File: src/logic/ooo_exec_cfg.svh
/* Width and latency settings for the execute stage.
   Included by the package and by any module that sizes logic from them. */
`ifndef OOO_EXEC_CFG_SVH
`define OOO_EXEC_CFG_SVH

// Data word width
`define XLEN 32

// Destination register address width
`define REG_ADDR_W 5

// Completion-buffer index width, 16 entries
`define CB_INDEX_W 4

// Multiply pipeline depth in stages
`define MUL_LATENCY 3

`endif

File: src/logic/ooo_exec_pkg.sv
/* Types shared by the execute stage units, latches and top level.
   Referenced by scoped name, sized from the cfg header. */
`default_nettype none

`include "ooo_exec_cfg.svh"

package ooo_exec_pkg;

  typedef logic [`XLEN-1:0]       word_t;
  typedef logic [`REG_ADDR_W-1:0] reg_addr_t;
  typedef logic [`CB_INDEX_W-1:0] cb_index_t;

  // Encodings are contiguous from zero
  typedef enum logic [3:0] {
    ADD  = 4'd0,
    SUB  = 4'd1,
    AND  = 4'd2,
    OR   = 4'd3,
    XOR  = 4'd4,
    SLL  = 4'd5,
    SRL  = 4'd6,
    SRA  = 4'd7,
    SLT  = 4'd8,
    SLTU = 4'd9
  } alu_op_t;

  typedef enum logic [1:0] {
    MUL    = 2'd0,
    MULH   = 2'd1,
    MULHSU = 2'd2,
    MULHU  = 2'd3
  } mul_op_t;

  typedef enum logic [2:0] {
    BEQ  = 3'd0,
    BNE  = 3'd1,
    BLT  = 3'd2,
    BGE  = 3'd3,
    BLTU = 3'd4,
    BGEU = 3'd5
  } br_op_t;

  // Register writeback from the arithmetic unit
  typedef struct packed {
    word_t     wdata;
    reg_addr_t reg_rd;
    cb_index_t index;
  } au_result_t;

  // Register writeback from the multiply unit
  typedef struct packed {
    word_t     wdata;
    reg_addr_t reg_rd;
    cb_index_t index;
  } mu_result_t;

  // Predictor update and resolved target
  typedef struct packed {
    logic  is_jump;
    logic  taken;
    logic  prediction;
    word_t resolved_addr;
    word_t jump_addr;
    word_t pc4;
  } br_result_t;

endpackage

`default_nettype wire

File: src/logic/exec_op_if.sv
/* Issued operation as seen by the execute units.
   Driven once at the top level and read by every unit. */
`timescale 1ns/1ps
`default_nettype none

interface exec_op_if;

  // Issue strobes, one cycle each
  logic                      issue_au;
  logic                      issue_mu;
  logic                      issue_br;
  logic                      issue_jump;

  // Operation select
  logic                      j_sel;
  ooo_exec_pkg::alu_op_t     alu_op;
  ooo_exec_pkg::mul_op_t     mul_op;
  ooo_exec_pkg::br_op_t      br_op;
  logic                      prediction;

  // Operands and destination
  ooo_exec_pkg::word_t       port_a;
  ooo_exec_pkg::word_t       port_b;
  ooo_exec_pkg::word_t       pc;
  ooo_exec_pkg::word_t       imm;
  ooo_exec_pkg::reg_addr_t   reg_rd;
  ooo_exec_pkg::cb_index_t   index;

  modport unit (
    input issue_au, issue_mu, issue_br, issue_jump, j_sel, alu_op, mul_op, br_op,
          prediction, port_a, port_b, pc, imm, reg_rd, index
  );

  // Driver side view
  modport source (
    output issue_au, issue_mu, issue_br, issue_jump, j_sel, alu_op, mul_op, br_op,
           prediction, port_a, port_b, pc, imm, reg_rd, index
  );

endinterface

`default_nettype wire

File: src/logic/arith_unit.sv
/* Single-cycle integer ALU for the execute stage.
   Result and valid are combinational and registered by the commit latch. */
`timescale 1ns/1ps
`default_nettype none

`include "ooo_exec_cfg.svh"

module arith_unit (
  exec_op_if.unit                   op,
  output logic                      valid,
  output ooo_exec_pkg::au_result_t  result
);

  localparam int SHAMT_W = $clog2(`XLEN);

  logic [SHAMT_W-1:0]  shamt;
  ooo_exec_pkg::word_t wdata;

  // Only the low bits of port_b count for shifts
  assign shamt = op.port_b[SHAMT_W-1:0];

  always_comb begin
    case (op.alu_op)
      ooo_exec_pkg::ADD:  wdata = op.port_a + op.port_b;
      ooo_exec_pkg::SUB:  wdata = op.port_a - op.port_b;
      ooo_exec_pkg::AND:  wdata = op.port_a & op.port_b;
      ooo_exec_pkg::OR:   wdata = op.port_a | op.port_b;
      ooo_exec_pkg::XOR:  wdata = op.port_a ^ op.port_b;
      ooo_exec_pkg::SLL:  wdata = op.port_a << shamt;
      ooo_exec_pkg::SRL:  wdata = op.port_a >> shamt;
      ooo_exec_pkg::SRA:  wdata = ooo_exec_pkg::word_t'($signed(op.port_a) >>> shamt);
      ooo_exec_pkg::SLT:  wdata = ooo_exec_pkg::word_t'($signed(op.port_a) < $signed(op.port_b));
      ooo_exec_pkg::SLTU: wdata = ooo_exec_pkg::word_t'(op.port_a < op.port_b);
      default:            wdata = '0;
    endcase
  end

  assign valid         = op.issue_au;
  assign result.wdata  = wdata;
  assign result.reg_rd = op.reg_rd;
  assign result.index  = op.index;

  // Decode must never hand over an unused encoding
  always_comb begin
    if (op.issue_au) begin
      a_alu_op_legal: assert final (op.alu_op <= ooo_exec_pkg::SLTU)
        else $error("arith_unit: illegal alu_op %0d issued", op.alu_op);
    end
  end

endmodule

`default_nettype wire

File: src/logic/branch_jump_res.sv
/* Branch and jump resolution for the execute stage.
   Mispredict and redirect address go straight to the hazard unit in the issue
   cycle, the predictor update record goes to the commit latch. */
`timescale 1ns/1ps
`default_nettype none

module branch_jump_res (
  exec_op_if.unit                   op,
  output logic                      valid,
  output ooo_exec_pkg::br_result_t  result,
  output logic                      mispredict,
  output ooo_exec_pkg::word_t       brj_addr
);

  logic                taken;
  logic                br_mispredict;
  ooo_exec_pkg::word_t br_target;
  ooo_exec_pkg::word_t pc4;
  ooo_exec_pkg::word_t jump_base;
  ooo_exec_pkg::word_t jump_addr;

  // Branch condition
  always_comb begin
    case (op.br_op)
      ooo_exec_pkg::BEQ:  taken = (op.port_a == op.port_b);
      ooo_exec_pkg::BNE:  taken = (op.port_a != op.port_b);
      ooo_exec_pkg::BLT:  taken = ($signed(op.port_a) < $signed(op.port_b));
      ooo_exec_pkg::BGE:  taken = ($signed(op.port_a) >= $signed(op.port_b));
      ooo_exec_pkg::BLTU: taken = (op.port_a < op.port_b);
      ooo_exec_pkg::BGEU: taken = (op.port_a >= op.port_b);
      default:            taken = 1'b0;
    endcase
  end

  assign br_target = op.pc + op.imm;
  assign pc4       = op.pc + ooo_exec_pkg::word_t'(4);

  // JALR adds to rs1, JAL to pc
  assign jump_base = op.j_sel ? op.port_a : op.pc;
  assign jump_addr = (jump_base + op.imm) & ~ooo_exec_pkg::word_t'(1);

  assign br_mispredict = op.issue_br & (op.prediction ^ taken);
  assign mispredict    = op.issue_jump | br_mispredict;

  // Jumps always redirect, branches only when the guess was wrong
  assign brj_addr = op.issue_jump ? jump_addr :
                    br_mispredict ? br_target : pc4;

  assign valid                = op.issue_br | op.issue_jump;
  assign result.is_jump       = op.issue_jump;
  assign result.taken         = taken;
  assign result.prediction    = op.prediction;
  assign result.resolved_addr = taken ? br_target : pc4;
  assign result.jump_addr     = jump_addr;
  assign result.pc4           = pc4;

  // Issue logic sends a branch or a jump per cycle, never both
  always_comb begin
    a_one_control_op: assert final (!(op.issue_br && op.issue_jump))
      else $error("branch_jump_res: branch and jump issued together");
  end

endmodule

`default_nettype wire

File: src/logic/commit_latch.sv
/* Execute/commit register for one result path.
   Flush or an execute-only stall inserts a bubble, a commit stall holds. */
`timescale 1ns/1ps
`default_nettype none

module commit_latch #(
  parameter type payload_t = logic
) (
  input  logic     CLK,
  input  logic     nRST,
  input  logic     stall_ex,
  input  logic     stall_commit,
  input  logic     flush,
  input  logic     in_valid,
  input  payload_t in_data,
  output logic     out_valid,
  output payload_t out_data
);

  logic bubble;

  assign bubble = flush | (stall_ex & ~stall_commit);

  always_ff @(posedge CLK, negedge nRST) begin
    if (!nRST) begin
      out_valid <= 1'b0;
      out_data  <= '0;
    end else if (bubble) begin
      out_valid <= 1'b0;
      out_data  <= '0;
    end else if (!stall_commit) begin
      out_valid <= in_valid;
      out_data  <= in_data;
    end
  end

  // Flush has priority over a held commit stage
  a_flush_clears: assert property (@(posedge CLK) disable iff (!nRST) flush |=> !out_valid)
    else $error("commit_latch: result still valid after flush");

endmodule

`default_nettype wire

File: src/logic/multiply_unit.sv
/* Pipelined multiplier for the execute stage.
   The full product is formed in the first stage and carried with its
   destination tags to the last, which feeds the commit latch. */
`timescale 1ns/1ps
`default_nettype none

`include "ooo_exec_cfg.svh"

module multiply_unit (
  input  logic                      CLK,
  input  logic                      nRST,
  exec_op_if.unit                   op,
  input  logic                      advance,
  input  logic                      flush,
  output logic                      valid,
  output ooo_exec_pkg::mu_result_t  result,
  output logic                      busy_mu
);

  localparam int DEPTH  = `MUL_LATENCY;
  localparam int PROD_W = 2 * `XLEN;

  logic                    sign_a;
  logic                    sign_b;
  logic [PROD_W-1:0]       a_ext;
  logic [PROD_W-1:0]       b_ext;
  logic [PROD_W-1:0]       product;
  logic [DEPTH-1:0]        stage_valid;
  logic [DEPTH-1:0]        stage_hi;
  logic [PROD_W-1:0]       stage_prod [DEPTH];
  ooo_exec_pkg::reg_addr_t stage_rd   [DEPTH];
  ooo_exec_pkg::cb_index_t stage_idx  [DEPTH];

  // MUL takes the low word, so its extension choice does not matter
  assign sign_a  = (op.mul_op != ooo_exec_pkg::MULHU);
  assign sign_b  = (op.mul_op == ooo_exec_pkg::MUL) || (op.mul_op == ooo_exec_pkg::MULH);
  assign a_ext   = {{`XLEN{sign_a & op.port_a[`XLEN-1]}}, op.port_a};
  assign b_ext   = {{`XLEN{sign_b & op.port_b[`XLEN-1]}}, op.port_b};
  assign product = a_ext * b_ext;

  // Stage valids, frozen while commit stalls
  always_ff @(posedge CLK, negedge nRST) begin
    if (!nRST) begin
      stage_valid <= '0;
    end else if (flush) begin
      stage_valid <= '0;
    end else if (advance) begin
      stage_valid <= {stage_valid[DEPTH-2:0], op.issue_mu};
    end
  end

  always_ff @(posedge CLK) begin
    if (advance) begin
      stage_hi      <= {stage_hi[DEPTH-2:0], (op.mul_op != ooo_exec_pkg::MUL)};
      stage_prod[0] <= product;
      stage_rd[0]   <= op.reg_rd;
      stage_idx[0]  <= op.index;
      for (int i = 1; i < DEPTH; i++) begin
        stage_prod[i] <= stage_prod[i-1];
        stage_rd[i]   <= stage_rd[i-1];
        stage_idx[i]  <= stage_idx[i-1];
      end
    end
  end

  assign valid         = stage_valid[DEPTH-1];
  assign result.wdata  = stage_hi[DEPTH-1] ? stage_prod[DEPTH-1][PROD_W-1:`XLEN]
                                           : stage_prod[DEPTH-1][`XLEN-1:0];
  assign result.reg_rd = stage_rd[DEPTH-1];
  assign result.index  = stage_idx[DEPTH-1];
  assign busy_mu       = |stage_valid;

  // A result only appears after the stage before the output held an operation
  a_valid_has_source: assert property (@(posedge CLK) disable iff (!nRST)
    $rose(valid) |-> $past(stage_valid[DEPTH-2]))
    else $error("multiply_unit: result valid without an operation in flight");

  a_idle_after_reset: assert property (@(posedge CLK) $rose(nRST) |-> !busy_mu)
    else $error("multiply_unit: busy right after reset");

endmodule

`default_nettype wire

File: src/logic/ooo_execute_top.sv
/* Execute stage top level of the out-of-order pipeline.
   Issued operation and hazard controls come in on plain ports, latched
   results for commit and the redirect signals for the hazard unit go out. */
`timescale 1ns/1ps
`default_nettype none

module ooo_execute_top (
  input  logic                    CLK,
  input  logic                    nRST,
  input  logic                    issue_au,
  input  logic                    issue_mu,
  input  logic                    issue_br,
  input  logic                    issue_jump,
  input  logic                    j_sel,
  input  logic                    prediction,
  input  ooo_exec_pkg::alu_op_t   alu_op,
  input  ooo_exec_pkg::mul_op_t   mul_op,
  input  ooo_exec_pkg::br_op_t    br_op,
  input  ooo_exec_pkg::word_t     port_a,
  input  ooo_exec_pkg::word_t     port_b,
  input  ooo_exec_pkg::word_t     pc,
  input  ooo_exec_pkg::word_t     imm,
  input  ooo_exec_pkg::reg_addr_t reg_rd,
  input  ooo_exec_pkg::cb_index_t index,
  input  logic                    stall_ex,
  input  logic                    stall_commit,
  input  logic                    flush,
  output logic                    mispredict,
  output ooo_exec_pkg::word_t     brj_addr,
  output logic                    busy_mu,
  output logic                    au_valid,
  output ooo_exec_pkg::word_t     au_wdata,
  output ooo_exec_pkg::reg_addr_t au_reg_rd,
  output ooo_exec_pkg::cb_index_t au_index,
  output logic                    mu_valid,
  output ooo_exec_pkg::word_t     mu_wdata,
  output ooo_exec_pkg::reg_addr_t mu_reg_rd,
  output ooo_exec_pkg::cb_index_t mu_index,
  output logic                    br_valid,
  output logic                    br_is_jump,
  output logic                    br_taken,
  output logic                    br_prediction,
  output ooo_exec_pkg::word_t     br_resolved_addr,
  output ooo_exec_pkg::word_t     br_jump_addr,
  output ooo_exec_pkg::word_t     br_pc4
);

  logic                     au_valid_d;
  logic                     mu_valid_d;
  logic                     br_valid_d;
  ooo_exec_pkg::au_result_t au_d;
  ooo_exec_pkg::au_result_t au_q;
  ooo_exec_pkg::mu_result_t mu_d;
  ooo_exec_pkg::mu_result_t mu_q;
  ooo_exec_pkg::br_result_t br_d;
  ooo_exec_pkg::br_result_t br_q;

  // Issued operation, fanned out to all units
  exec_op_if op_bus ();

  assign op_bus.issue_au   = issue_au;
  assign op_bus.issue_mu   = issue_mu;
  assign op_bus.issue_br   = issue_br;
  assign op_bus.issue_jump = issue_jump;
  assign op_bus.j_sel      = j_sel;
  assign op_bus.alu_op     = alu_op;
  assign op_bus.mul_op     = mul_op;
  assign op_bus.br_op      = br_op;
  assign op_bus.prediction = prediction;
  assign op_bus.port_a     = port_a;
  assign op_bus.port_b     = port_b;
  assign op_bus.pc         = pc;
  assign op_bus.imm        = imm;
  assign op_bus.reg_rd     = reg_rd;
  assign op_bus.index      = index;

  arith_unit u_arith (
    .op     (op_bus),
    .valid  (au_valid_d),
    .result (au_d)
  );

  branch_jump_res u_brj (
    .op         (op_bus),
    .valid      (br_valid_d),
    .result     (br_d),
    .mispredict (mispredict),
    .brj_addr   (brj_addr)
  );

  // Multiply pipeline moves in step with the commit latches
  multiply_unit u_mul (
    .CLK     (CLK),
    .nRST    (nRST),
    .op      (op_bus),
    .advance (~stall_commit),
    .flush   (flush),
    .valid   (mu_valid_d),
    .result  (mu_d),
    .busy_mu (busy_mu)
  );

  commit_latch #(.payload_t(ooo_exec_pkg::au_result_t)) u_au_latch (
    .CLK(CLK), .nRST(nRST), .stall_ex(stall_ex), .stall_commit(stall_commit),
    .flush(flush), .in_valid(au_valid_d), .in_data(au_d),
    .out_valid(au_valid), .out_data(au_q)
  );

  commit_latch #(.payload_t(ooo_exec_pkg::mu_result_t)) u_mu_latch (
    .CLK(CLK), .nRST(nRST), .stall_ex(stall_ex), .stall_commit(stall_commit),
    .flush(flush), .in_valid(mu_valid_d), .in_data(mu_d),
    .out_valid(mu_valid), .out_data(mu_q)
  );

  commit_latch #(.payload_t(ooo_exec_pkg::br_result_t)) u_br_latch (
    .CLK(CLK), .nRST(nRST), .stall_ex(stall_ex), .stall_commit(stall_commit),
    .flush(flush), .in_valid(br_valid_d), .in_data(br_d),
    .out_valid(br_valid), .out_data(br_q)
  );

  // Unpack latched records onto the commit ports
  assign au_wdata         = au_q.wdata;
  assign au_reg_rd        = au_q.reg_rd;
  assign au_index         = au_q.index;
  assign mu_wdata         = mu_q.wdata;
  assign mu_reg_rd        = mu_q.reg_rd;
  assign mu_index         = mu_q.index;
  assign br_is_jump       = br_q.is_jump;
  assign br_taken         = br_q.taken;
  assign br_prediction    = br_q.prediction;
  assign br_resolved_addr = br_q.resolved_addr;
  assign br_jump_addr     = br_q.jump_addr;
  assign br_pc4           = br_q.pc4;

endmodule

`default_nettype wire

File: config.mk
export PLATFORM = sky130hd
export DESIGN_NAME = ooo_execute_top
export DESIGN_NICKNAME = d
export VERILOG_FILES = /design/src/logic/ooo_exec_pkg.sv /design/src/logic/exec_op_if.sv /design/src/logic/arith_unit.sv /design/src/logic/branch_jump_res.sv /design/src/logic/commit_latch.sv /design/src/logic/multiply_unit.sv /design/src/logic/ooo_execute_top.sv
export VERILOG_INCLUDE_DIRS = /design/src /design/src/logic
export SDC_FILE = /design/constraint.sdc
export NUM_CORES = 2
export LEC_CHECK = 0
export BUFFER_PORTS_ARGS = -buffer_cell sky130_fd_sc_hd__buf_2
export CORE_ASPECT_RATIO = 0.5
export CORE_MARGIN = 4
export CORE_UTILIZATION = 40
export CTS_CLUSTER_DIAMETER = 30
export CTS_CLUSTER_SIZE = 14
export DETAILED_ROUTE_END_ITERATION = 8
export GPL_TIMING_DRIVEN = 0
export SYNTH_ARGS = -nofsm -noshare
export SYNTH_HDL_FRONTEND = slang
export SYNTH_SLANG_ARGS = --single-unit
export TNS_END_PERCENT = 100
File: constraint.sdc
create_clock -name CLK -period 6.6 [get_ports CLK]
set_input_delay 1.32 -clock CLK [delete_from_list [all_inputs] [get_ports CLK]]
set_output_delay 1.32 -clock CLK [all_outputs]
set_load 0.005 [all_outputs]
# ---- Word level (Yosys, flattened, before mapping)
# Memory sizes are Yosys's and may differ from the RTL's.
# Index checks and enable logic that the tools add are counted.
# Widths: inputs -> output; s select.
dict set report word_totals {
  ff_bits 190
  mem_count 3
  input_bits 157
  elab_cells 93
  ram_bits 219
  output_inout_bits 218
}
# name depth word_bits read_ports rd_ports_with_merged_regs write_ports line
set memory_table {}
lappend memory_table {u_mul.stage_prod 3 64 3 0 3 multiply_unit.sv:30} ;# logic [PROD_W-1:0] stage_prod [DEPTH];
lappend memory_table {u_mul.stage_rd 3 5 3 0 3 multiply_unit.sv:31} ;# ooo_exec_pkg::reg_addr_t stage_rd [DEPTH];
lappend memory_table {u_mul.stage_idx 3 4 3 0 3 multiply_unit.sv:32} ;# ooo_exec_pkg::cb_index_t stage_idx [DEPTH];
dict set report classes {
  order_cmp 4
  n_addsub 5
  shifts 3
  eq_ne 20
  bitwise 12
  mul 1
  mux 22
  reduce_logical 6
}
# cell n
set ops {}
lappend ops {{$pmux 32 s10} 1}
lappend ops {{$mux 99} 2}
lappend ops {{$mux 41} 4}
lappend ops {{$mux 32} 5}
lappend ops {{$add 32x32->32} 3}
lappend ops {{$ge 32x32->1} 2}
lappend ops {{$lt 32x32->1} 2}
lappend ops {{$mul 33x33->64} 1}
lappend ops {{$add 32x3->32 const B} 1}
lappend ops {{$and 32x32->32} 1}
lappend ops {{$eq 32x32->1} 1}
lappend ops {{$ne 32x32->1} 1}
lappend ops {{$or 32x32->32} 1}
lappend ops {{$shl 32x5->32} 1}
lappend ops {{$shr 32x5->32} 1}
lappend ops {{$sshr 32x5->32} 1}
lappend ops {{$sub 32x32->32} 1}
lappend ops {{$xor 32x32->32} 1}
lappend ops {{$eq 4x3->1 const B} 4}
lappend ops {{$eq 4x2->1 const B} 2}
lappend ops {{$eq 4x4->1 const B} 2}
lappend ops {{$mux 1} 7}
lappend ops {{$eq 3x2->1 const B} 2}
lappend ops {{$eq 3x3->1 const B} 2}
lappend ops {{17 further kinds} 24}

# ---- Logic depth before layout (Yosys ltp)
dict set report logic_depth {
  ltp_word 6
  depth_mapped 34
  mapped_depth_nobuf 29
}

# ---- Modules after synthesis
# Synthesis repeated with hierarchy kept, for this count alone.
dict set report unflattened {
  hier_cells 6857
  area_unflattened_um2 66316.1
}
# module seq_area_each_um2 n_inst area_each_um2 cells_per_inst
set modules_own_cells {}
lappend modules_own_cells {multiply_unit 6741.5 1 44908.1 4397}
lappend modules_own_cells {arith_unit 0.0 1 8539.4 1194}
lappend modules_own_cells {branch_jump_res 0.0 1 5911.9 831}
lappend modules_own_cells {{commit_latch (u_br_latch)} 2502.4 1 3739.8 234}
lappend modules_own_cells {{commit_latch (u_au_latch ...)} 1051.0 2 1606.5 100}
lappend modules_own_cells {ooo_execute_top 0.0 1 3.8 1}

# ---- Worst setup path after synthesis
# OpenSTA, ideal clock, no wires.
dict set report synth_timing {
  path_kind {input -> register}
  startpoint {input port_b[1]}
  endpoint {memory u_mul.stage_prod[0][63] (netlist name) (data pin)}
  setup_ps 265
  t_arrival_ps 9837
  t_required_ps 6335
  n_path_buf 5
  path_slack_ps -3503
  path_stages 28
  cell_sequence {buf_1 -> clkbuf_1 -> buf_2 -> buf_1 -> nand2_1 -> a21oi_1 -> fa_1 -> fa_1 -> fa_1 -> inv_1 -> fa_1 -> fa_1 -> fa_1 -> fa_1 -> inv_1 -> fa_1 -> ha_1 -> clkbuf_1 -> a21oi_1 -> o2111ai_1 -> a31o_2 -> a221o_1 -> a221oi_1 -> o211ai_1 -> a21oi_1 -> o21ai_0 -> a221oi_1 -> xnor2_1}
}
# item line
set synth_rtl {}
lappend synth_rtl {{start, declared} ooo_execute_top.sv:20} ;# input ooo_exec_pkg::word_t port_b,
lappend synth_rtl {{end, declared} multiply_unit.sv:30}

==> results by group <==
Outcome
  – Status: finished, violations left
  – Failing checks: negative setup slack

Worst setup path
  – Critical path data arrival time: 9.60 ns
  – Most used cell, CP: fa_1
  – CP Data Required Time: 6.99 ns
  – CP startpoint kind: input pin
  – Worst setup path class: in -> reg
  – Worst Path Max Fanout: 10
  – Worst Setup End Kind: register
  – Slowest CP cell: fa_2
  – Max incr delay on CP: 0.68 ns

Finish
  – Post-Layout Cell Count: 9570
  – Share of cells above drive strength 1: 19.1%
  – Layout area overhead: 21.6%
  – Most common cell after layout, fill and taps aside: inv_1
  – Nets: 9061
  – Most frequent cells in the layout: 1150 x inv_1, 1091 x fa_1, 982 x nand2_1

Place
  – Port Buffers: 369
  – Detail Placement HPWL: 250000 um
  – Dpl cells: 9223
  – Routability cong.: 1.08

Synth
  – Simple-gate portion of the synthesized area: 12.1%
  – Post-Synthesis Cells: 6764
  – Largest area contributor in the netlist: fa_1
  – Synth Area in Adders: 43.1%
  – Sequential share of the synthesized area: 17.9%
  – Mapped Nets: 8421
  – Synth area leaders: fa_1 36%, edfxtp_1 11%, dfrtp_1 7.4%, ha_1 7.3%, inv_1 7.1%
  – XOR/XNOR share of the synthesized area: 2.62%
  – Mux share of post-synthesis cell area: 3.81%
  – EDFF count, synth: 222
  – Synth Area in Compound Gates: 10.8%
  – Synth top area share: 35.8%
  – Fraction of registers with async set/reset: 45.6%
  – Avg Cell Area, Syn: 9.35 sq um
  – Cell variety after synth: 88
  – Main flop type after synthesis: edfxtp_1
  – Main combinational cell family by area after synthesis: adder cells
  – Seq cells post-synth: 408
  – Mapped Area: 63200 sq um
  – YS warnings: 0

Clock network
  – TritonCTS buffer count: 72
  – Clock tree root buffer cell: clkbuf_16
  – Max clock buf depth: 3
  – CTS tree: done
  – CTS sink cnt: 408
  – Worst-Skew Late Latency: 0.66 ns
  – Hold_buf cts: 0
  – CTS H-tree lvls: 3
  – Clock-pin slew on the worst setup and hold paths: 0.06 ns

GRT
  – Global-route wire length before repair: 433000 um
  – Largest net degree at the start of global routing: 108
  – Overflow after GRT: 0
  – GRT Util Overall: 37.7%
  – Vias in the first global route: 56600
  – Initial antenna violation count: 55

Route
  – Drt pass-1 iters: 6
  – WL met1: 118000 um
  – Vias: 56700
  – Top layer in use: met5
  – Antenna-violating nets left: 0
  – Detail Route met3 WL: 40400 um
  – Final WL: 312000 um
  – DRC violations left: 0
  – Via/cell ratio: 5.92
  – Met2 routed WL: 131000 um
  – Wire length per cell: 32.6 um
  – Initial DRC Count: 7368

Die
  – Ports: 375
  – Die width: 570 um
  – Die Y: 289 um
  – Die area: 165000 sq um
  – Initial core utilization: 40.6%
  – Site row count: 102
  – Core Area: 156000 sq um

STA
  – Clock Skews: 0.0539 ns
  – Slew at the pin with the worst max-slew slack: 1.42 ns
  – Fin. Hold Viols: 0
  – Fin. max-slew vios: 0
  – Final setup violation count: 85
  – Max Fclk: 0.109 GHz
  – Fin crit share: 140%
  – Setup TNS: -106.94 ns
  – Slew HR: 4.33%
  – Fin crit period: 9.21 ns
  – Final worst setup slack: -2.61 ns
  – RSZ-0062 raised after global routing: yes

Hold path
  – Hold Crit Class: reg -> reg

Flow run
  – Max-Cap Viols: 0
synthesized netlist by cell type (31+ instances only):
master    count
a21o_1       63
a21oi_1     244
a22o_1       82
a31oi_1      35
and3_1       44
buf_1        65
clkbuf_1    279
dfrtp_1     186
edfxtp_1    222
fa_1       1129
ha_1        371
inv_1      1199
mux2_2       31
mux2i_1     112
mux4_2       41
nand2_1     998
nand3_1      52
nor2_1      542
nor3_1       46
o21ai_0     288
xnor2_1     131
xor2_1       58
sequential cells by signal, indices dropped and copies added (netlist names):
register and flops:
u_mul.stage_hi 3, u_au_latch.out_valid 1, u_mul.stage_rd 15, u_mul.stage_idx 12, u_mu_latch.out_valid 1, u_mu_latch.out_data 41
u_mul.stage_prod 192, u_au_latch.out_data 41, u_br_latch.out_data 98, u_mul.stage_valid 3, u_br_latch.out_valid 1
path summary, 6_finish.rpt:
path,startpoint,to,slack [ns],depth (start not counted)
setup reg to reg,u_mul.stage_hi[2],u_mu_latch.out_data[35],4.14,4
hold / removal,u_mul.stage_prod[0][9],u_mul.stage_prod[0][73],0.41,0
min in group asynchronous,nRST,u_au_latch.out_data[38],0.65,1
hold reg to reg,u_mul.stage_prod[0][9],u_mul.stage_prod[0][73],0.41,0
setup / recovery,port_b[27],u_mul.stage_prod[0][62],-2.61,26
max in group asynchronous,nRST,u_mu_latch.out_data[39],4.76,2
metrics by stage:
stage | setup slack, ns | util, % | cell area [sq um] | hold WS, ns
final | -2.61 | 49.3 | 76900 | 0.405
after global routing | -2.70 | 49.3 | 76800 | 0.411
after CTS | -2.52 | 48.2 | 75000 | 0.393
after detailed placement | -5.78 | 44.2 | 68800 | 0.405
after global placement | -5.95 | 44.0 | 68600 | 0.401
after floorplan | -2.10 | - | 64100 | 0.400
area by class of cell:
type / count / area, sq um
Fill cell: 14900 / 79000
Multi-Input combinational cell: 4752 / 48000
Sequential cell: 408 / 11300
Inverter: 1230 / 4790
Timing Repair Buffer: 590 / 4200
Buffer: 350 / 3320
Tap cell: 2080 / 2600
Clock buffer: 80 / 1880
Clock inverter: 53 / 677
Antenna cell: 27 / 67.6
per-layer routing:
metal	vias up	global-route usage, %
li1	22900	-
met4	28	21.8
met2	3743	55.7
met5	-	0
met3	972	12.4
met1	29100	48.6
critical path, delay by kind of cell:
family | cells | cell delay, ns
adder cells (fa/ha/maj) | 9 | 4.57
AO/OA/AOI/OAI | 6 | 1.57
AND/OR/NAND/NOR | 5 | 0.90
buffers and inverters | 6 | 1.19
logic make-up (layout without fill, tap and decap cells):
family | after synthesis | in the layout
flops | 408 | 408
xor+xnor | 189 | 189
fa+ha+maj | 1500 | 1500
buf+inv | 1604 | 2303
compound gates | 1031 | 1031
simple gates | 1846 | 1846
mux | 185 | 185
other cells | 1 | 28
timing repair:
item | CTS | global route
buffers inserted | 113 | 101
cloned | 3 | 4
gates resized for setup | 766 | 321
endpoints found under the setup margin | 136 | 86
pin swaps | 93 | 95
Power is left out: the tool's default activity adds up to more than one toggle a clock period on the data nets, which glitch-free logic cannot reach.
